--- config.mk ---
export PLATFORM = sky130hd
export DESIGN_NAME = i2cSequencer
export DESIGN_NICKNAME = d
export VERILOG_FILES = /design/src/design/i2cMasterPkg.sv /design/src/design/i2cSequencer.sv
export SDC_FILE = /design/constraint.sdc
export NUM_CORES = 1
export LEC_CHECK = 0
export BUFFER_PORTS_ARGS = -buffer_cell sky130_fd_sc_hd__clkbuf_2
export CAP_MARGIN = 20
export CELL_PAD_IN_SITES_DETAIL_PLACEMENT = 1
export CELL_PAD_IN_SITES_GLOBAL_PLACEMENT = 1
export CORE_ASPECT_RATIO = 1.25
export CORE_MARGIN = 1.5
export CORE_UTILIZATION = 30
export CTS_CLUSTER_SIZE = 14
export DETAILED_ROUTE_END_ITERATION = 8
export PLACE_DENSITY_LB_ADDON = 0.08
export SETUP_SLACK_MARGIN = 0.2
export SLEW_MARGIN = 20
export SYNTH_ARGS = -nofsm -noshare
export SYNTH_HDL_FRONTEND = slang
export SYNTH_SLANG_ARGS = --single-unit
--- constraint.sdc ---
create_clock -name clk -period 3.4 [get_ports clk]
set_input_delay 0.51 -clock clk [delete_from_list [all_inputs] [get_ports clk]]
set_output_delay 0.51 -clock clk [all_outputs]
set_load 0.02 [all_outputs]
--- src/design/i2cMasterPkg.sv ---
// shared I2C master definitions; address counts above 4 are clamped to 4 and data counts are not checked
package i2cMasterPkg;

  ////////////////////////////////////////////////
  // register map
  ////////////////////////////////////////////////
  localparam logic [31:0] configAddr  = 32'h2000;  // write starts a transfer, read returns status
  localparam logic [31:0] addrRegAddr = 32'h2008;  // target register address, write only
  localparam logic [31:0] wrDataAddr  = 32'h2010;  // write data, first byte in bits 7:0
  localparam logic [31:0] rdDataAddr  = 32'h2018;  // received bytes, first one lands highest

  localparam int frameBits = 72;  // device byte, four address bytes and four data bytes

  typedef logic [31:0] busWordT;   // host data word
  typedef logic [7:0]  byteCountT; // byte count as laid out in the config register

  // config register layout, bits 23:0 of the host word
  typedef struct packed {
    byteCountT  dataBytes;    // 1 to 4 bytes moved in the data phase
    byteCountT  addrBytes;    // 0 to 4 register address bytes after the device byte
    logic [6:0] deviceAddr;   // 7-bit target address
    logic       readNotWrite; // high selects a read with a repeated start
  } transferConfigT;

  // per-tick line levels and strobes from the sequencer to the bus port
  typedef struct packed {
    logic sclLevel;     // low pulls scl down, high releases it
    logic sdaLevel;     // low pulls sda down regardless of the frame
    logic sdaFromFrame; // lets the frame msb pull sda down
    logic loadFrame;    // single-cycle strobe that builds the frame
    logic shiftOut;     // single-cycle strobe that moves to the next frame bit
    logic sampleIn;     // single-cycle strobe that captures sda into the read word
  } busControlT;

  // synchronised pin levels
  typedef struct packed {
    logic scl;
    logic sda;
  } busSenseT;

  // number of address bytes actually sent for a given config field
  function automatic logic [2:0] addrByteCount(byteCountT requested);
    return (requested > 8'd4) ? 3'd4 : requested[2:0];
  endfunction

endpackage
--- src/design/i2cSequencer.sv ---
// I2C phase sequencer; no clock stretching, and ack checks sample sda once per high scl phase
module i2cSequencer #(
  parameter int clockDivisor = 105
) (
  input  logic                         clk,
  input  logic                         reset,
  input  i2cMasterPkg::transferConfigT transferConfig,
  input  logic                         busy,
  input  i2cMasterPkg::busSenseT       sense,
  output i2cMasterPkg::busControlT     control,
  output logic                         transferDone,
  output logic                         busError
);
  import i2cMasterPkg::*;

  localparam int divWidth = (clockDivisor > 0) ? $clog2(clockDivisor + 1) : 1;

  typedef enum logic [3:0] {
    phIdle, phCheckBus, phStartHold, phStartLow, phSendBit, phAckIn, phRestart,
    phRecvBit, phAckOut, phStopLow, phStopRise, phStopHold, phError
  } phaseT;

  logic [divWidth-1:0] divCount;   // clk cycles since the last tick
  logic                tick;       // one clk cycle per bus step
  phaseT               phase;
  logic [1:0]          step;       // low, high, low-and-shift within a bit (restart uses four)
  logic [2:0]          bitIndex;   // counts 7 down to 0 and wraps back to 7
  logic [2:0]          addrLeft;   // address bytes still to send after the current byte
  byteCountT           dataLeft;   // data bytes still to move
  logic                restarted;  // repeated start already issued on a read
  logic                lineFault;  // bus busy at start or a missing ack on this tick

  ////////////////////////////////////////////////
  // tick divider
  ////////////////////////////////////////////////
  assign tick = (divCount == divWidth'(clockDivisor));  // every clockDivisor+1 cycles

  always_ff @(posedge clk) begin
    if (reset || tick) begin
      divCount <= '0;
    end else begin
      divCount <= divCount + 1'b1;
    end
  end

  // all faults are judged on the tick that ends a high scl step
  assign lineFault = ((phase == phCheckBus) && !(sense.scl && sense.sda))
                  || ((phase == phAckIn) && (step == 2'd1) && sense.sda)
                  || ((phase == phAckOut) && (step == 2'd1) && (dataLeft != 8'd0) && sense.sda);

  ////////////////////////////////////////////////
  // phase FSM
  ////////////////////////////////////////////////
  always_ff @(posedge clk) begin
    if (reset) begin
      phase        <= phIdle;
      step         <= 2'd0;
      bitIndex     <= 3'd0;
      addrLeft     <= 3'd0;
      dataLeft     <= '0;
      restarted    <= 1'b0;
      transferDone <= 1'b0;
      busError     <= 1'b0;
    end else begin
      transferDone <= 1'b0;
      busError     <= 1'b0;
      if (tick && lineFault) begin
        phase    <= phError;                         // finish the clock low, then stop
        busError <= 1'b1;
      end else if (tick) begin
        case (phase)
          phIdle:      if (busy) phase <= phCheckBus;
          phCheckBus:  phase <= phStartHold;          // both lines seen released
          phStartHold: begin
            phase     <= phStartLow;
            addrLeft  <= addrByteCount(transferConfig.addrBytes);
            dataLeft  <= transferConfig.dataBytes;
            restarted <= 1'b0;
          end
          phStartLow: begin
            phase    <= phSendBit;
            step     <= 2'd0;
            bitIndex <= 3'd7;
          end
          phSendBit, phRecvBit: begin
            step <= (step == 2'd2) ? 2'd0 : step + 2'd1;
            if (step == 2'd2) begin
              bitIndex <= bitIndex - 3'd1;
              if (bitIndex == 3'd0) begin
                phase <= (phase == phSendBit) ? phAckIn : phAckOut;
                if (phase == phRecvBit) begin
                  dataLeft <= dataLeft - 8'd1;       // zero left means this byte gets a nack
                end
              end
            end
          end
          phAckIn: begin
            step <= step + 2'd1;
            if (step == 2'd2) begin
              step <= 2'd0;
              if (addrLeft != 3'd0) begin
                addrLeft <= addrLeft - 3'd1;         // next register address byte
                phase    <= phSendBit;
              end else if (!transferConfig.readNotWrite) begin
                if (dataLeft != 8'd0) begin
                  dataLeft <= dataLeft - 8'd1;       // next write data byte
                  phase    <= phSendBit;
                end else begin
                  phase <= phStopLow;
                end
              end else if (!restarted) begin
                phase <= phRestart;                  // switch the bus direction to read
              end else begin
                phase <= phRecvBit;                  // second device byte acknowledged
              end
            end
          end
          phRestart: begin
            step <= step + 2'd1;
            if (step == 2'd3) begin
              phase     <= phSendBit;
              restarted <= 1'b1;
            end
          end
          phAckOut: begin
            step <= step + 2'd1;
            if (step == 2'd2) begin
              step  <= 2'd0;
              phase <= (dataLeft == 8'd0) ? phStopLow : phRecvBit;
            end
          end
          phStopLow:   phase <= phStopRise;
          phStopRise:  phase <= phStopHold;
          phStopHold: begin
            phase        <= phIdle;
            transferDone <= 1'b1;                    // lets the register bank drop busy
          end
          phError:     phase <= phStopLow;
          default:     phase <= phIdle;
        endcase
      end
    end
  end

  ////////////////////////////////////////////////
  // line levels and strobes per phase
  ////////////////////////////////////////////////
  always_comb begin
    control = '{sclLevel: 1'b1, sdaLevel: 1'b1, default: 1'b0};  // both lines released
    case (phase)
      phStartHold: begin
        control.sdaLevel  = 1'b0;                    // sda falls while scl is high
        control.loadFrame = tick;
      end
      phStartLow, phStopLow: begin
        control.sclLevel = 1'b0;
        control.sdaLevel = 1'b0;
      end
      phSendBit: begin
        control.sclLevel     = (step == 2'd1);
        control.sdaFromFrame = 1'b1;                 // frame msb drives sda
        control.shiftOut     = tick && (step == 2'd2);
      end
      phAckIn:     control.sclLevel = (step == 2'd1);  // target pulls sda low to ack
      phRestart: begin
        control.sclLevel = (step == 2'd1) || (step == 2'd2);
        control.sdaLevel = (step < 2'd2);            // sda falls with scl high on step 2
      end
      phRecvBit: begin
        control.sclLevel = (step == 2'd1);
        control.sampleIn = tick && (step == 2'd1);
      end
      phAckOut: begin
        control.sclLevel = (step == 2'd1);
        control.sdaLevel = (dataLeft == 8'd0);       // nack after the last byte
      end
      phStopRise:  control.sdaLevel = 1'b0;          // sda rises on the next step for stop
      phError:     control.sclLevel = 1'b0;
      default:     control.sclLevel = 1'b1;
    endcase
  end

endmodule

# --- Word level (Yosys, flattened, before mapping) ---
# Cells that the tools add are included.
totals:
  register_bits: 30
  inputBits: 29
  out_inout_bits: 8
  elab_cells: 132
op_classes:
  n_addsub: 5
  order_cmp: 2
  n_eq_ne: 33
  muxes: 41
  bitwise_logic: 2
  reduce_logical: 39
op_table:
  columns: ["operator", "count"]
  rows:
  - ["8-bit 2-to-1 mux", 7]
  - ["4-bit 2-to-1 mux", 13]
  - ["4-bit case mux with 11 select lines", 1]
  - ["8-bit case mux with 3 select lines", 1]
  - ["4-bit equality test, second input constant", 5]
  - ["4-bit by 3-bit equality test with 1-bit output, second input constant", 4]
  - ["2-bit != test, second input constant", 7]
  - ["7-bit AND reduction", 2]
  - ["3-bit 2-to-1 mux", 4]
  - ["3-bit != test, second input constant", 4]
  - ["3-bit case mux with 2 select lines", 2]
  - ["1-bit logical AND", 10]
  - ["10-bit AND reduction", 1]
  - ["3-bit nonzero test", 3]
  - ["4-bit by 2-bit equality test with 1-bit output, second input constant", 2]
  - ["8-bit by 3-bit greater-than comparator with 1-bit output, second input constant", 1]
  - ["8-bit logical NOT", 1]
  - ["1-bit 2-to-1 mux", 8]
  - ["2-bit by 1-bit != test with 1-bit output, second input constant", 4]
  - ["4-bit AND reduction", 2]
  - ["2-bit nonzero test", 4]
  - ["8-bit nonzero test", 1]
  - ["4-bit OR reduction", 2]
  - ["8-bit by 1-bit subtractor with 8-bit output, second input constant", 1]
  - ["22 further kinds", 32]

# --- Logic depth before layout (Yosys ltp) ---
depth:
  word_depth: 8
  mapped_depth: 9
  mapped_depth_nobuf: 8

# --- Worst setup path after synthesis ---
# No wires, ideal clock.
synth_path:
  path_kind: "register to output"
  start: "reg divCount[0]"
  end: "out control[2] (netlist bit)"
  arrival_time_ns: 1.694
  t_required_ns: 2.890
  slack_ns: 1.196
  stages_incl_launch_ff: 6
  path_buffers: 0
  cell_sequence: "dfxtp_1 ha_1 nand2b_1 nor3_1 nand2_1 nor3_1"
synth_rtl:
  columns: ["item", "line_no", "text"]
  rows:
  - ["start, declared", "i2cSequencer.sv:23", "logic [divWidth-1:0] divCount;"]
  - ["start signal, assigned", "i2cSequencer.sv:42", "divCount <= divCount + 1'b1;"]
  - ["end, declared", "i2cSequencer.sv:10", "output i2cMasterPkg::busControlT control,"]

==> impl_metrics.json <==
{
  "status": "completed",
  "synth_top_family_by_area": "simple AND/OR/NAND/NOR gates",
  "intPower_mw": 0.526,
  "rows": 33,
  "path_class": "reg -> out",
  "synth_area_um2": 2090,
  "clock_path_buffers": 2,
  "mostFrequentLayoutCell": "nor2_1",
  "power.density_nw_per_um2": 287,
  "crit_arrival_ns": 2.12,
  "setup_viol": 0,
  "setup_ws_ns": 0.769,
  "fp.dieArea_um2": 7470,
  "skew_ns": 0.00709,
  "end_kind": "primary output",
  "tns_ns": 0,
  "utilization_pct": 35.8,
  "layout_common_cells": "nor2_1 (33), dfxtp_1 (30), clkbuf_2 (29), nand2_1 (27), a21oi_1 (17)",
  "path_cells": "buf_4 -> nor2b_1 -> and2_1 -> and3_1 -> clkbuf_2",
  "dieHeight_um": 96.3,
  "worst-path-max-fanout": 15,
  "max_freq_ghz": 0.380,
  "seq_area_frac_synth_pct": 28.8,
  "synth_nets": 316,
  "hpwl_um": 4690,
  "grt_pass1_wl_um": 10500,
  "seqPwrFrac_pct": 52.4,
  "reg2reg_slack_ns": 0.90,
  "num-fill-cells": 838,
  "root_buffer": "clkbuf_8",
  "htreeDepth": 2,
  "yosys.area_share.simple_pct": 32.0,
  "p_sw_share_pct": 22.8,
  "totalWireLength_um": 6210,
  "gp_congestion": 0.761,
  "comb_power_share_pct": 5.0,
  "slew_violations": 0,
  "vdd_drop_max_mv": 0.125,
  "start_util_pct": 31.4,
  "pre_cts_slack_ns": 0.906,
  "clk_pin_slew_ns": 0.07,
  "relSlewSlack_pct": 46.8,
  "synth-async-reset-ratio_pct": 0,
  "area_growth_pct": 13.9,
  "cp_slowest_cell": "dfxtp_1",
  "p_leak_nw": 0.859,
  "synth_fa_ha_area_share_pct": 7.67,
  "drt-initial-drc-count": 51,
  "min_path_type": "reg -> reg",
  "required_ns": 2.89,
  "cts_tree": "yes",
  "p_sw_mw": 0.156,
  "grtUsageTotal_pct": 17.9,
  "grt_overflow": 0,
  "tightest_slew_ns": 0.797,
  "synth_edf_count": 0,
  "final_net_count": 341,
  "period_needed_ns": 2.63,
  "syn_avg_cell_area_um2": 7.59,
  "rsz0062_at_grt": "no",
  "ant_nets": 0,
  "wl_per_cell_um": 16.1,
  "drive_gt1_share_pct": 16.1,
  "synth.area.mux_share_pct": 0.480,
  "antenna_found_initial": 0,
  "diodes": 0,
  "core_um2": 6650,
  "pin_count": 37,
  "routed_via_density": 5.45,
  "hold_buffers": 0,
  "cp-start-kind": "flip-flop",
  "cts_setup_buffers": 0,
  "cts_resized": 0,
  "grt_pass1_vias": 2106,
  "synth-compound-area-share_pct": 22.4,
  "drc": 0,
  "syn_inst": 275,
  "clk_latency_ns": 0.28,
  "fin_crit_sh_pct": 77.4,
  "die_w_um": 77.6,
  "yosys_warnings": 0,
  "cap_viol_max_count": 0,
  "synth_xor_area_share_pct": 2.10,
  "ys_ff_latch": 30,
  "clkPwrFrac_pct": 42.6,
  "grt_start_max_net_pins": 25,
  "hold_viol": 0,
  "yosysUniqueCellTypes": 58,
  "cp_slowest_stage_delay_ns": 0.67,
  "cts_sinks": 30,
  "port_buffers": 29,
  "dr.pass1.iters": 4,
  "cts_buffers": 5,
  "num_vias": 2105,
  "ys.flop_type": "dfxtp_1"
}
per-stage QoR:
step / instance area (um2) / cells / power, mW / hold WS, ns
floorplan: 2090 / 275 / 0.381 / 0.430
global placement: 2290 / 380 / 0.399 / 0.451
detailed placement: 2290 / 380 / 0.400 / 0.461
CTS: 2380 / 386 / 0.695 / 0.476
global route: 2380 / 386 / 0.712 / 0.518
finish: 2380 / 386 / 0.682 / 0.471
flip-flops by register name, summed over array words and instances, names as in the netlist:
| register | flops |
|---|---|
| dataLeft | 8 |
| divCount | 7 |
| phase | 4 |
| addrLeft | 3 |
| bitIndex | 3 |
| step | 2 |
| busError | 1 |
| restarted | 1 |
| transferDone | 1 |
final cells by class:
type	instances	area (um2)	area share (%)
timing repair buffer	33	175	7.37
inverter	16	60.1	2.53
clock buffer	6	82.6	3.47
sequential	30	601	25.3
multi-input combinational	214	1350	56.8
tap	87	109	4.58
logic make-up (layout without fill, tap and decap cells):
logic type,count (synthesis),after routing
and+or+nand+nor,128,128
AOI/OAI and AO/OA,67,67
buffers and inverters,31,55
DFF,30,30
adders and majority gates,13,13
xor gates and xnor gates,5,5
muxes,1,1
synthesized netlist by cell type, types with 2 or more instances:
cell type | number | share of area [%]
nor4_1 | 7 | 2.1
a32oi_1 | 2 | 0.84
nand2_1 | 27 | 4.9
o32ai_1 | 6 | 2.5
a211oi_1 | 4 | 1.4
a2111oi_0 | 3 | 1.3
clkbuf_1 | 6 | 1.1
and3_1 | 2 | 0.60
a311oi_1 | 2 | 0.84
nor3b_1 | 4 | 1.4
inv_1 | 16 | 2.9
nand2b_1 | 5 | 1.5
xnor2_1 | 3 | 1.3
nand4b_1 | 2 | 0.84
nor2b_1 | 4 | 1.2
nand4_1 | 5 | 1.5
buf_1 | 3 | 0.54
dfxtp_1 | 30 | 29
buf_6 | 2 | 1.1
o211ai_1 | 2 | 0.72
buf_2 | 4 | 0.96
a22oi_1 | 2 | 0.72
a32o_1 | 2 | 0.96
nand3_1 | 5 | 1.2
a21oi_1 | 17 | 4.1
or3b_2 | 2 | 0.84
a221oi_1 | 2 | 0.84
ha_1 | 12 | 7.2
a41oi_1 | 2 | 0.84
or2_1 | 2 | 0.60
or3_1 | 2 | 0.60
o21ai_0 | 9 | 2.2
nor3_1 | 15 | 3.6
nor2_1 | 33 | 5.9
xor2_1 | 2 | 0.84
a31oi_1 | 4 | 1.2
and2_1 | 3 | 0.90
a21o_1 | 2 | 0.72
metal layers:
layer  track usage (%)  vias to the layer above  wire [um]
li1                  -                     1050          -
met1              21.9                     1013       2860
met2              31.8                       35       3120
met3              2.46                        7        161
met4              6.52                        0         65
met5                 0                        -          0
worst max-delay path, delay by kind of cell (launching register included):
family	cells	cell delay, ns
flops	1	0.67
simple gates	3	0.74
buf+inv	2	0.43
power groups by stage:
stage / combinational (mW) / clock [mW] / sequential (mW)
2_1_floorplan: 0.0162 / 0 / 0.364
3_3_place_gp: 0.0342 / 0 / 0.365
3_5_place_dp: 0.0350 / 0 / 0.365
4_1_cts: 0.0351 / 0.303 / 0.357
5_1_grt: 0.0395 / 0.315 / 0.357
6_report: 0.0341 / 0.291 / 0.357
final timing paths:
check / to / cells past startpoint / start
worst max register to register: dataLeft[0]$_SDFFE_PP0P_ / 5 / phase[0]$_SDFFE_PP0P_
worst max-delay path: control[1] / 5 / phase[2]$_SDFFE_PP0P_
worst min-delay path: divCount[0]$_SDFF_PP0_ / 1 / divCount[0]$_SDFF_PP0_
worst min register to register: divCount[0]$_SDFF_PP0_ / 1 / divCount[0]$_SDFF_PP0_
Power figures use the tool's default switching activity.
