## config.mk

```make
export PLATFORM = sky130hd
export DESIGN_NAME = i2cRegisterBank
export DESIGN_NICKNAME = d
export VERILOG_FILES = /design/src/design/i2cMasterPkg.sv /design/src/design/i2cRegisterBank.sv
export SDC_FILE = /design/constraint.sdc
export NUM_CORES = 1
export LEC_CHECK = 0
export BUFFER_PORTS_ARGS = -buffer_cell sky130_fd_sc_hd__buf_2
export CORE_MARGIN = 3
export CORE_UTILIZATION = 41
export DETAILED_ROUTE_END_ITERATION = 8
export PLACE_DENSITY = 0.87
export REMOVE_ABC_BUFFERS = 1
export SYNTH_ARGS = -nofsm -noshare
export SYNTH_HDL_FRONTEND = slang
export SYNTH_SLANG_ARGS = --single-unit
```

## constraint.sdc

```tcl
create_clock -name clk -period 4.35 [get_ports clk]
set_clock_uncertainty 0.05 [all_clocks]
set_input_delay 0.87 -clock clk [delete_from_list [all_inputs] [get_ports clk]]
set_output_delay 0.87 -clock clk [all_outputs]
set_load 0.02 [all_outputs]
```

## src/design/i2cMasterPkg.sv

```systemverilog
// shared I2C master definitions; address counts above 4 are clamped to 4 and data counts are not checked
package i2cMasterPkg;

  ////////////////////////////////////////////////
  // register map
  ////////////////////////////////////////////////
  localparam logic [31:0] configAddr  = 32'h2000;  // write starts a transfer, read returns status
  localparam logic [31:0] addrRegAddr = 32'h2008;  // target register address, write only
  localparam logic [31:0] wrDataAddr  = 32'h2010;  // write data, first byte in bits 7:0
  localparam logic [31:0] rdDataAddr  = 32'h2018;  // received bytes, first one lands highest

  localparam int frameBits = 72;  // device byte, four address bytes and four data bytes

  typedef logic [31:0] busWordT;   // host data word
  typedef logic [7:0]  byteCountT; // byte count as laid out in the config register

  // config register layout, bits 23:0 of the host word
  typedef struct packed {
    byteCountT  dataBytes;    // 1 to 4 bytes moved in the data phase
    byteCountT  addrBytes;    // 0 to 4 register address bytes after the device byte
    logic [6:0] deviceAddr;   // 7-bit target address
    logic       readNotWrite; // high selects a read with a repeated start
  } transferConfigT;

  // per-tick line levels and strobes from the sequencer to the bus port
  typedef struct packed {
    logic sclLevel;     // low pulls scl down, high releases it
    logic sdaLevel;     // low pulls sda down regardless of the frame
    logic sdaFromFrame; // lets the frame msb pull sda down
    logic loadFrame;    // single-cycle strobe that builds the frame
    logic shiftOut;     // single-cycle strobe that moves to the next frame bit
    logic sampleIn;     // single-cycle strobe that captures sda into the read word
  } busControlT;

  // synchronised pin levels
  typedef struct packed {
    logic scl;
    logic sda;
  } busSenseT;

  // number of address bytes actually sent for a given config field
  function automatic logic [2:0] addrByteCount(byteCountT requested);
    return (requested > 8'd4) ? 3'd4 : requested[2:0];
  endfunction

endpackage
```

## src/design/i2cRegisterBank.sv

```systemverilog
// host register block; a config write during a transfer overwrites the config and is not queued
module i2cRegisterBank (
  input  logic                         clk,
  input  logic                         reset,
  input  logic                         write,
  input  logic                         read,
  input  i2cMasterPkg::busWordT        address,
  input  i2cMasterPkg::busWordT        writeData,
  input  logic                         transferDone,
  input  logic                         busError,
  input  i2cMasterPkg::busWordT        readWord,
  output i2cMasterPkg::busWordT        readData,
  output i2cMasterPkg::transferConfigT transferConfig,
  output i2cMasterPkg::busWordT        regAddress,
  output i2cMasterPkg::busWordT        wrData,
  output logic                         busy
);
  import i2cMasterPkg::*;

  logic error;        // sticky bus fault flag
  logic configWrite;  // host kicks off a transfer

  assign configWrite = write && (address == configAddr);

  ////////////////////////////////////////////////
  // writable registers
  ////////////////////////////////////////////////
  always_ff @(posedge clk) begin
    if (reset) begin
      transferConfig <= '0;                          // sequencer sees an empty config after reset
    end else if (configWrite) begin
      transferConfig <= writeData[23:0];             // upper host bits carry status only
    end
  end

  always_ff @(posedge clk) begin
    if (write && (address == addrRegAddr)) begin
      regAddress <= writeData;                       // low addrBytes bytes are used, msb first
    end
    if (write && (address == wrDataAddr)) begin
      wrData <= writeData;                           // sent least significant byte first
    end
  end

  ////////////////////////////////////////////////
  // status flags
  ////////////////////////////////////////////////
  always_ff @(posedge clk) begin
    if (reset) begin
      busy  <= 1'b0;
      error <= 1'b0;
    end else begin
      if (configWrite) begin
        busy <= 1'b1;                                // held until the stop has gone out
      end else if (transferDone) begin
        busy <= 1'b0;
      end
      if (configWrite) begin
        error <= 1'b0;                               // a fresh transfer starts clean
      end else if (busError) begin
        error <= 1'b1;                               // stays until the next config write
      end
    end
  end

  ////////////////////////////////////////////////
  // read-back
  ////////////////////////////////////////////////
  always_ff @(posedge clk) begin
    if (reset) begin
      readData <= '0;
    end else if (read) begin
      case (address)
        configAddr: readData <= {busy, error, 6'b0, transferConfig};  // status over config
        rdDataAddr: readData <= readWord;                             // last received bytes
        default:    readData <= '0;                  // address and write data are not readable
      endcase
    end else begin
      readData <= '0;                                // word is only valid after a read strobe
    end
  end

endmodule

```

# Yosys cells after proc, flatten, opt, wreduce, memory -nomap -nowiden
# Cells that the tools add are included.
# totals
ff_bits,122
inputBits,102
out_inout_bits,121
elab_cells,23
# op_classes
n_eq_ne,4
n_mux,3
n_bitwise,1
reduce_logical,6
# ops
cell,n
"32-bit by 14-bit equality test with 1-bit output, second input constant",4
32-bit case mux with 2 select lines,1
2-bit OR reduction,2
1-bit logical AND,3
1-bit 2-to-1 mux,2
2-bit nonzero test,1
1-bit NOT,1

# Depth between registers and ports, before layout
# Gate-level depths: netlist of the first run.
# depth
word_depth,3
mapped_depth,7
mapped_depth_nobuf,4

# Worst setup path after synthesis of the first run
# OpenSTA, ideal clock, no wires.
# synth_path
path_kind,input to register
from,in address[12]
to,reg regAddress[0] (enable)
setup_time_ns,0.468
arrival_ns,3.967
required_ns,3.832
setup_slack_ns,-0.134
path_stages,5
n_path_buf,1
cell_sequence,nor4b_1 and4_1 buf_4 nand3_1 nor3b_1
# synth_via
elab_chain_len,2
# synth_lines
item,line,text
start: declaration,i2cRegisterBank.sv:7,"input i2cMasterPkg::busWordT address,"
32-bit by 14-bit equality test with 1-bit output,i2cRegisterBank.sv:37,if (write && (address == addrRegAddr)) begin
1-bit logical AND,i2cRegisterBank.sv:37,
end signal: assignment,i2cRegisterBank.sv:38,regAddress <= writeData;
end: declaration,i2cRegisterBank.sv:14,"output i2cMasterPkg::busWordT regAddress,"
# Every way passes these cells.
# A chain may end at the register's enable or synchronous reset.

# Worst setup path after layout of the first run
# layout_path
from,in address[9]
to,reg transferConfig[14] (netlist bit)
# layout_via
elab_chain_len,2
# layout_lines
item,line,text
32-bit by 14-bit equality test with 1-bit output,i2cRegisterBank.sv:23,assign configWrite = write && (address == configAddr);
1-bit logical AND,i2cRegisterBank.sv:23,
end signal: assignment,i2cRegisterBank.sv:32,transferConfig <= writeData[23:0];
end: declaration,i2cRegisterBank.sv:13,"output i2cMasterPkg::transferConfigT transferConfig,"
# Every way passes these cells.

==> results.json, run 1 <==
{
  "vdd_drop_max_uv": 185,
  "synth_area_leader_cell": "edfxtp_1",
  "path_cells": "buf_2 -> nor4_1 -> and4_2 -> and4_2 -> mux2i_1",
  "cts_tree": "done",
  "clkPwrFrac_pct": 51.1,
  "yosysUniqueCellTypes": 24,
  "worstPathMaxFanout": 26,
  "dieArea_sq_um": 11800,
  "clk_latency_ns": 0.49,
  "clk_pin_slew_ns": 0.06,
  "synthCells": 322,
  "finalHoldViolCount": 0,
  "postCtsHoldBufs": 0,
  "diodes": 0,
  "ioPinCount": 223,
  "r2r_start": "transferConfig[9]$_SDFFE_PP0P_",
  "rsz0062_at_grt": "false",
  "grt_max_degree": 53,
  "syn_avg_cell_area_sq_um": 13.4,
  "drc_errors": 0,
  "tightest_slew_ns": 1.17,
  "drv_slew": 0,
  "place_congestion": 0.852,
  "hp-start": "transferConfig[21]$_SDFFE_PP0P_",
  "timing.fmax_ghz": 0.387,
  "drt_iter0_markers": 194,
  "maxSlewHeadroom_pct": 21.9,
  "cts_resized": 0,
  "vias": 3415,
  "wirelength_microns": 11400,
  "p_sw_share_pct": 19.2,
  "core-area_sq_um": 10000,
  "powerDensity_nw_per_um2": 433,
  "worst-setup-path-type": "in -> reg",
  "power_switching_uw": 509,
  "drive_above_1_share_pct": 47.0,
  "fin_crit_ns": 2.58,
  "grt_pass1_wl_microns": 17300,
  "power_frac_seq_pct": 45.6,
  "yosys_warnings": 0,
  "post_cts_buffers": 0,
  "outcome": "finished clean",
  "overflow": 0,
  "portBuffers": 222,
  "finalSetupViolations": 0,
  "comb_power_share_pct": 3.2,
  "die_w_microns": 109,
  "die_y_microns": 109,
  "crit_path_start_kind": "primary input",
  "cts_root_buffer": "clkbuf_8",
  "critPathRequiredTime_ns": 4.71,
  "wire_per_inst_microns": 16.5,
  "grt.total_usage_pct": 19.8,
  "area_growth_pct": 41.7,
  "power_mw": 2.65,
  "cts_sinks": 122,
  "synth_top_area_share_pct": 44.4,
  "cts.path.max_buffers": 2,
  "startpoint": "address[9]",
  "internal_power_mw": 2.15,
  "syn_area_sq_um": 4330,
  "maxCapViolCount": 0,
  "timing.critical_path.slowest_stage_cell": "and4_2",
  "p_leak_nw": 2.56,
  "grt_pass1_vias": 3461,
  "nets": 649,
  "detail_route.first_pass.iterations": 4,
  "start_util_pct": 43.3,
  "cpPeakStageDelay_ns": 0.88,
  "h-tree-depth": 4,
  "synth.area.top_cells": "edfxtp_1, dfxtp_1, nand2b_1, nand3_1, mux2i_1",
  "cp.arrival_ns": 2.94,
  "ys_seq_elements": 122,
  "antenna_found_initial": 0,
  "drtAntennaViolNets": 0,
  "worst_hold_slack_ns": 0.433,
  "synth-seq-area-share_pct": 71.2,
  "rows": 36,
  "min_period_over_period_pct": 59.4,
  "hpwl_microns": 8170,
  "critPathBufInv": 1,
  "viasPerCell": 4.93,
  "numCtsBuffers": 17,
  "hold_path.class": "reg -> reg",
  "cp-end-kind": "flip-flop",
  "critPathTopFamily": "simple AND/OR/NAND/NOR gates",
  "path_common_cell": "and4_2"
}
layer usage:
layer / global-route usage (%) / wire (microns) / up-vias
met1: 20.8 / 4280 / 1594
met5: 0 / 0 / -
met3: 6.69 / 946 / 5
met4: 6.04 / 57 / 0
li1: - / - / 1622
met2: 36.9 / 6160 / 194
stage by stage:
stage | setup TNS (ns) | cell area (sq um) | worst slack, ns | instances | util [%]
after global placement | 0 | 5540 | 1.34 | 661 | 55.4
after global routing | 0 | 6140 | 1.57 | 693 | 61.4
after floorplan | -64.74 | 4210 | -1.02 | 301 | -
final | 0 | 6140 | 1.77 | 693 | 61.4
after CTS | 0 | 6140 | 1.77 | 693 | 61.4
after detailed placement | 0 | 5540 | 1.26 | 661 | 55.4
state kept, by name (all words and copies together) (netlist names):
| name | flops |
|---|---|
| busy | 1 |
| transferConfig | 24 |
| error | 1 |
| regAddress | 32 |
| wrData | 32 |
| readData | 32 |
synth_stat cells:
cell and n:
nand3b_1 1, nor3b_1 2, nor4b_1 1, buf_12 2
buf_2 2, nand2b_1 48, and3_1 6, nor2b_1 1
a21oi_1 26, o21ba_2 1, and2_1 2, buf_6 1
and3b_1 1, buf_1 1, dfxtp_1 58, nand3_1 53
nor2_1 3, clkbuf_1 14, buf_4 1, mux2i_1 24
nor3_1 1, nor4_1 6, edfxtp_1 64, and4_1 3
cells in the final DEF, fill, tap and decap left out:
cell | netlist | final
a21oi_1 | 26 | 26
and2_1 | 2 | 2
and3_1 | 6 | 6
and3b_1 | 1 | 1
and4_1 | 3 | 1
and4_2 | 0 | 2
buf_2 | 2 | 222
buf_4 | 1 | 5
bufinv_16 | 0 | 1
clkbuf_1 | 14 | 2
clkbuf_16 | 0 | 18
clkbuf_8 | 0 | 5
clkinv_4 | 0 | 2
clkinvlp_4 | 0 | 1
dfxtp_1 | 58 | 58
edfxtp_1 | 64 | 64
inv_4 | 0 | 3
mux2i_1 | 24 | 24
nand2b_1 | 48 | 48
nand3_1 | 53 | 53
nand3b_1 | 1 | 1
nor2_1 | 3 | 2
nor2_2 | 0 | 1
nor2b_1 | 1 | 1
nor3_1 | 1 | 1
nor3b_2 | 0 | 2
nor4_1 | 6 | 6
nor4b_1 | 1 | 1
o21ba_2 | 1 | 1
logic make-up (layout without fill, tap and decap cells):
group,Yosys count,after routing,share of synthesized area (%)
DFF,122,122,71.2
buffers and inverters,21,259,2.89
AOI/OAI and AO/OA,27,27,3.24
muxes,24,24,5.55
and+or+nand+nor,128,128,17.1
path summary, 6_finish.rpt:
kind         slack [ns]  cells after the start                              end
max                1.77                      5  transferConfig[14]$_SDFFE_PP0P_
min                0.43                      2          readData[21]$_SDFF_PP0_
max reg2reg        3.54                      2           readData[9]$_SDFF_PP0_
min reg2reg        0.43                      2          readData[21]$_SDFF_PP0_
power by group through the flow:
stage	registers (mW)	clock network (mW)	logic, mW
finish	1.21	1.36	0.0856
global route	1.21	1.45	0.0948
CTS	1.21	1.39	0.0863
detailed placement	1.24	0	0.0859
global placement	1.23	0	0.0824
floorplan	1.24	0	0.0198
worst reg2reg max path, cell delays in order, from the launching register on:
cell and delay [ns]:
dfxtp_1 0.36, nand3_1 0.08, a21oi_1 0.23
layout make-up:
type,instances,area (sq um)
Fill cell,813,3860
Sequential cell,122,3080
Timing Repair Buffer,227,1150
Multi-Input combinational cell,179,1140
Clock buffer,25,527
Tap cell,133,166
Clock inverter,7,73.8
Note: power is estimated with default switching activity, not from simulation.
==> run 2: changes to the inputs <==
==> constraint.sdc (replaced) <==
create_clock -name clk -period 2.1 [get_ports clk]
set_clock_uncertainty 0.05 [all_clocks]
set_input_delay 0.42 -clock clk [delete_from_list [all_inputs] [get_ports clk]]
set_output_delay 0.42 -clock clk [all_outputs]
set_load 0.02 [all_outputs]
==> run 2 against run 1 <==
  * Clock power rose by 92%
  * Global-route usage fell by 0.32 points
  * Die area is the same
  * Combinational power up 110%
  * Clock-buffer cell count fell by 3
  * Power is 100% higher
  * Final area is 0.63% higher
  * Critical path depth grew 1
  * Sequential share of layout area down 0.32 points
==> results.json, run 2 (same netlist as run 1, synthesis figures left out) <==
{
  "comb_power_share_pct": 3.4,
  "overflow": 0,
  "clkPwrFrac_pct": 49.2,
  "hold_path.class": "in -> reg",
  "cp-endpoint": "regAddress[10]$_DFFE_PP_",
  "finalSetupViolations": 0,
  "drv_slew": 0,
  "vias": 3466,
  "clk_pin_slew_ns": 0.05,
  "reg2regPathDepth": 2,
  "internal_power_mw": 4.27,
  "powerDensity_nw_per_um2": 859,
  "grt_pass1_wl_microns": 17200,
  "wirelength_microns": 11600,
  "vdd_drop_max_uv": 421,
  "cts_sinks": 122,
  "finalHoldViolCount": 0,
  "clk_latency_ns": 0.50,
  "cp-end-kind": "flip-flop",
  "crit_path_start_kind": "primary input",
  "grt.total_usage_pct": 19.4,
  "p_leak_nw": 2.58,
  "die_w_microns": 109,
  "worst-setup-path-type": "in -> reg",
  "diodes": 0,
  "drive_above_1_share_pct": 47.1,
  "drtAntennaViolNets": 0,
  "cts_tree": "done",
  "rows": 36,
  "power_frac_seq_pct": 47.3,
  "reg_top3": "readData: 32 flops, regAddress: 32 flops, wrData: 32 flops",
  "numCtsBuffers": 17,
  "h-tree-depth": 4,
  "rrSetupSlack_ns": 1.30,
  "startpoint": "address[18]",
  "ioPinCount": 223,
  "rr_endpoint": "readData[9]$_SDFF_PP0_",
  "cts_root_buffer": "clkbuf_8",
  "outcome": "finished clean",
  "postCtsHoldBufs": 0,
  "final_cell_mix": "buf_2, edfxtp_1, dfxtp_1",
  "detail_route.first_pass.iterations": 4,
  "post_cts_buffers": 0,
  "core-area_sq_um": 10000,
  "power_switching_mw": 1.03,
  "rsz0062_at_grt": "false",
  "grt_pass1_vias": 3391,
  "layoutNonFillerInstCount": 702,
  "portBuffers": 222,
  "nets": 658,
  "place_congestion": 0.817,
  "wire_per_inst_microns": 16.6,
  "r2r_start": "transferConfig[9]$_SDFFE_PP0P_",
  "antenna_found_initial": 0,
  "area_growth_pct": 42.6,
  "fin_crit_ns": 1.67,
  "drt_iter0_markers": 140,
  "start_util_pct": 43.3,
  "timing.fmax_ghz": 0.598,
  "grt_max_degree": 33,
  "mostFrequentLayoutCell": "buf_2",
  "p_sw_share_pct": 19.4,
  "cp.arrival_ns": 1.80,
  "worstPathMaxFanout": 32,
  "power_mw": 5.30,
  "critPathRequiredTime_ns": 2.23,
  "min_period_over_period_pct": 79.6,
  "dp_cells": 670,
  "die_y_microns": 109,
  "maxSlewHeadroom_pct": 75.2,
  "maxCapViolCount": 0,
  "dieArea_sq_um": 11800,
  "cts_resized": 0,
  "hpwl_microns": 8550,
  "cts.path.max_buffers": 2,
  "viasPerCell": 4.94,
  "drc_errors": 0,
  "tightest_slew_ns": 0.372
}
==> run 2: final cells by class <==
cell class / instances / area, sq um
clock inverters: 10 / 101
clock buffers: 22 / 433
multi-input cells: 179 / 1140
fillers: 825 / 3820
flip-flops and latches: 122 / 3080
repair buffers: 236 / 1250
well taps: 133 / 166
==> run 2: how the worst min path moves through the flow <==
stage | from | endpoint | cells after the start
after floorplan | error$_SDFFE_PP0P_ | readData[30]$_SDFF_PP0_ | 2
after global placement | error$_SDFFE_PP0P_ | readData[30]$_SDFF_PP0_ | 2
after detailed placement | error$_SDFFE_PP0P_ | readData[30]$_SDFF_PP0_ | 2
after CTS | writeData[27] | regAddress[27]$_DFFE_PP_ | 1
after global routing | writeData[30] | wrData[30]$_DFFE_PP_ | 1
final | writeData[27] | regAddress[27]$_DFFE_PP_ | 1
==> run 2: power by group through the flow <==
| stage | Combinational (mW) | Sequential [mW] | Clock (mW) |
|---|---|---|---|
| 2_1_floorplan | 0.0410 | 2.56 | 0 |
| 3_3_place_gp | 0.175 | 2.56 | 0 |
| 3_5_place_dp | 0.182 | 2.56 | 0 |
| 4_1_cts | 0.183 | 2.51 | 2.67 |
| 5_1_grt | 0.200 | 2.51 | 2.79 |
| 6_report | 0.183 | 2.51 | 2.61 |
==> run 2: layer usage <==
layer	wire (microns)	global-route usage [%]	up-vias
li1	-	-	1631
met1	4340	21.6	1634
met2	6020	34.9	196
met3	1230	7.40	5
met4	63	5.05	0
met5	0	0	-
==> run 2: worst max-delay path, stage by stage <==
cell and delay [ns]:
buf_2 0.09, nor4_1 0.30, and4_1 0.29, nand3_1 0.14, nor3b_2 0.28, buf_12 0.25
==> run 2: through the flow <==
stage	hold slack (ns)	util [%]	cell area, sq um	worst slack (ns)	TNS (ns)
final	0.0640	61.7	6170	0.428	0
after global routing	0.0306	61.7	6170	0.342	0
after CTS	0.0305	61.7	6170	0.471	0
after detailed placement	0.408	56.4	5640	-0.0680	-3.15
after global placement	0.403	56.4	5640	-0.0304	-0.983
after floorplan	0.398	-	4210	-2.82	-212.20
==> run 3: changes to the inputs <==
--- a/config.mk
+++ b/config.mk
@@ -7,9 +7,9 @@
 export LEC_CHECK = 0
 export BUFFER_PORTS_ARGS = -buffer_cell sky130_fd_sc_hd__buf_2
 export CORE_MARGIN = 3
-export CORE_UTILIZATION = 41
+export CORE_UTILIZATION = 45
 export DETAILED_ROUTE_END_ITERATION = 8
-export PLACE_DENSITY = 0.87
+export PLACE_DENSITY = 0.9
 export REMOVE_ABC_BUFFERS = 1
 export SYNTH_ARGS = -nofsm -noshare
 export SYNTH_HDL_FRONTEND = slang
==> constraint.sdc (replaced) <==
create_clock -name clk -period 1.55 [get_ports clk]
set_clock_uncertainty 0.05 [all_clocks]
set_input_delay 0.31 -clock clk [delete_from_list [all_inputs] [get_ports clk]]
set_output_delay 0.31 -clock clk [all_outputs]
set_load 0.02 [all_outputs]
==> run 3 against run 2 <==
  * Routed wire length rose by 17%
  * Flip-flop and latch count did not move
  * Highest routed layer unchanged
  * Power rose by 42%
==> results.json, run 3 (same netlist as run 1, synthesis figures left out) <==
{
  "final_cell_mix": "buf_2, edfxtp_1, dfxtp_1",
  "dieArea_sq_um": 10800,
  "drt_iter0_markers": 191,
  "worst-setup-path-type": "in -> reg",
  "portBuffers": 222,
  "timing.fmax_ghz": 0.652,
  "power_frac_seq_pct": 45.1,
  "p_sw_share_pct": 21.0,
  "p_leak_nw": 2.82,
  "finalHoldViolCount": 0,
  "grt_pass1_wl_microns": 21300,
  "internal_power_mw": 5.95,
  "finalSetupTns_ns": 0,
  "core-area_sq_um": 9280,
  "wire_per_inst_microns": 18.3,
  "grt.total_usage_pct": 25.3,
  "cp.arrival_ns": 1.66,
  "post-place-ws_ns": -0.551,
  "worst_hold_slack_ns": 0.0266,
  "power_mw": 7.54,
  "drive_above_1_share_pct": 45.5,
  "cts_root_buffer": "clkbuf_8",
  "outcome": "finished clean",
  "mostFrequentLayoutCell": "buf_2",
  "numCtsBuffers": 17,
  "finalWorstSetupSlack_ns": 0.0159,
  "area_growth_pct": 56.3,
  "reg_top3": "readData: 32 flops, regAddress: 32 flops, wrData: 32 flops",
  "diodes": 0,
  "rows": 35,
  "ioPinCount": 223,
  "hpwl_microns": 8480,
  "worstPathMaxFanout": 16,
  "cts_tree": "done",
  "vias": 3795,
  "cts_sinks": 122,
  "comb_power_share_pct": 4.8,
  "die_w_microns": 104,
  "critPathRequiredTime_ns": 1.67,
  "maxSlewHeadroom_pct": 73.9,
  "cp-end-kind": "flip-flop",
  "start_util_pct": 46.6,
  "powerDensity_nw_per_um2": 1110,
  "tightest_slew_ns": 0.392,
  "wirelength_microns": 13700,
  "rsz0062_at_grt": "true",
  "grt_max_degree": 34,
  "viasPerCell": 5.08,
  "overflow": 0,
  "clk_pin_slew_ns": 0.05,
  "grt_pass1_vias": 4091,
  "drtAntennaViolNets": 0,
  "cts.path.max_buffers": 2,
  "detail_route.first_pass.iterations": 4,
  "clkPwrFrac_pct": 50.2,
  "finalSetupViolations": 0,
  "drc_errors": 0,
  "min_period_over_period_pct": 99.0,
  "clk_latency_ns": 0.49,
  "fillers": 634,
  "fin_crit_ns": 1.53,
  "die_y_microns": 104,
  "vdd_drop_max_uv": 563,
  "maxCapViolCount": 0,
  "power_switching_mw": 1.58,
  "drv_slew": 0,
  "antenna_found_initial": 0,
  "h-tree-depth": 4,
  "nets": 707,
  "hold_path.class": "in -> reg",
  "place_congestion": 0.782,
  "crit_path_start_kind": "primary input"
}
-- run 3: changes by cell type in the layout (fill, tap and decap cells not counted), sizes merged --
cell,change
dlygate4sd3,+45
buf,+4
clkbuf,-3
inv,+3
clkinv,-2
clkinvlp,+2
-- run 3: path summary, 6_finish.rpt --
check,cells after the start,to,start,slack (ns)
setup / recovery,6,wrData[10]$_DFFE_PP_,address[17],0.02
hold / removal,3,readData[17]$_SDFF_PP0_,readWord[17],0.03
hold reg to reg,2,readData[16]$_SDFF_PP0_,transferConfig[16]$_SDFFE_PP0P_,0.43
setup reg to reg,2,busy$_SDFFE_PP0P_,busy$_SDFFE_PP0P_,0.72
-- run 3: area by class of cell --
type	count	area [sq um]	area share, %
clock buffer	19	432	6.38
sequential	122	3080	45.6
timing repair buffer	285	1780	26.3
tap	129	161	2.38
multi-input combinational	179	1170	17.2
clock inverter	13	145	2.14
-- run 3: worst max-delay path: stages --
cell,delay [ns]
buf_2,0.10
nor4_1,0.31
and4_1,0.28
nand3_2,0.13
nor3b_2,0.21
buf_4,0.30
-- run 3: timing repair --
item	CTS	global route
endpoints found under the setup margin	64	64
hold buffers	45	0
gates cloned	1	0
hold endpoints to repair	77	0
pin swaps	0	2
buffers inserted	2	1
resized for setup	3	3
-- run 3: through the flow --
step                      utilization [%]  area [sq um]  cells
after floorplan                         -          4210    301
after CTS                            72.7          6750    746
after detailed placement             61.0          5660    666
after global routing                 72.9          6770    747
after global placement               61.0          5660    666
final                                72.9          6770    747
-- run 3: power groups by stage --
stage / Clock (mW) / Sequential, mW / Combinational, mW
floorplan: 0 / 3.47 / 0.0555
global placement: 0 / 3.47 / 0.243
finish: 3.78 / 3.40 / 0.359
CTS: 3.85 / 3.40 / 0.344
detailed placement: 0 / 3.47 / 0.253
global route: 4.01 / 3.40 / 0.384
-- run 3: layer usage --
metal / track usage [%] / vias up / wire [microns]
met2: 45.6 / 227 / 7090
met1: 27.6 / 1805 / 5070
met4: 9.50 / 0 / 294
li1: - / 1735 / -
met5: 0 / - / 0
met3: 8.19 / 28 / 1200
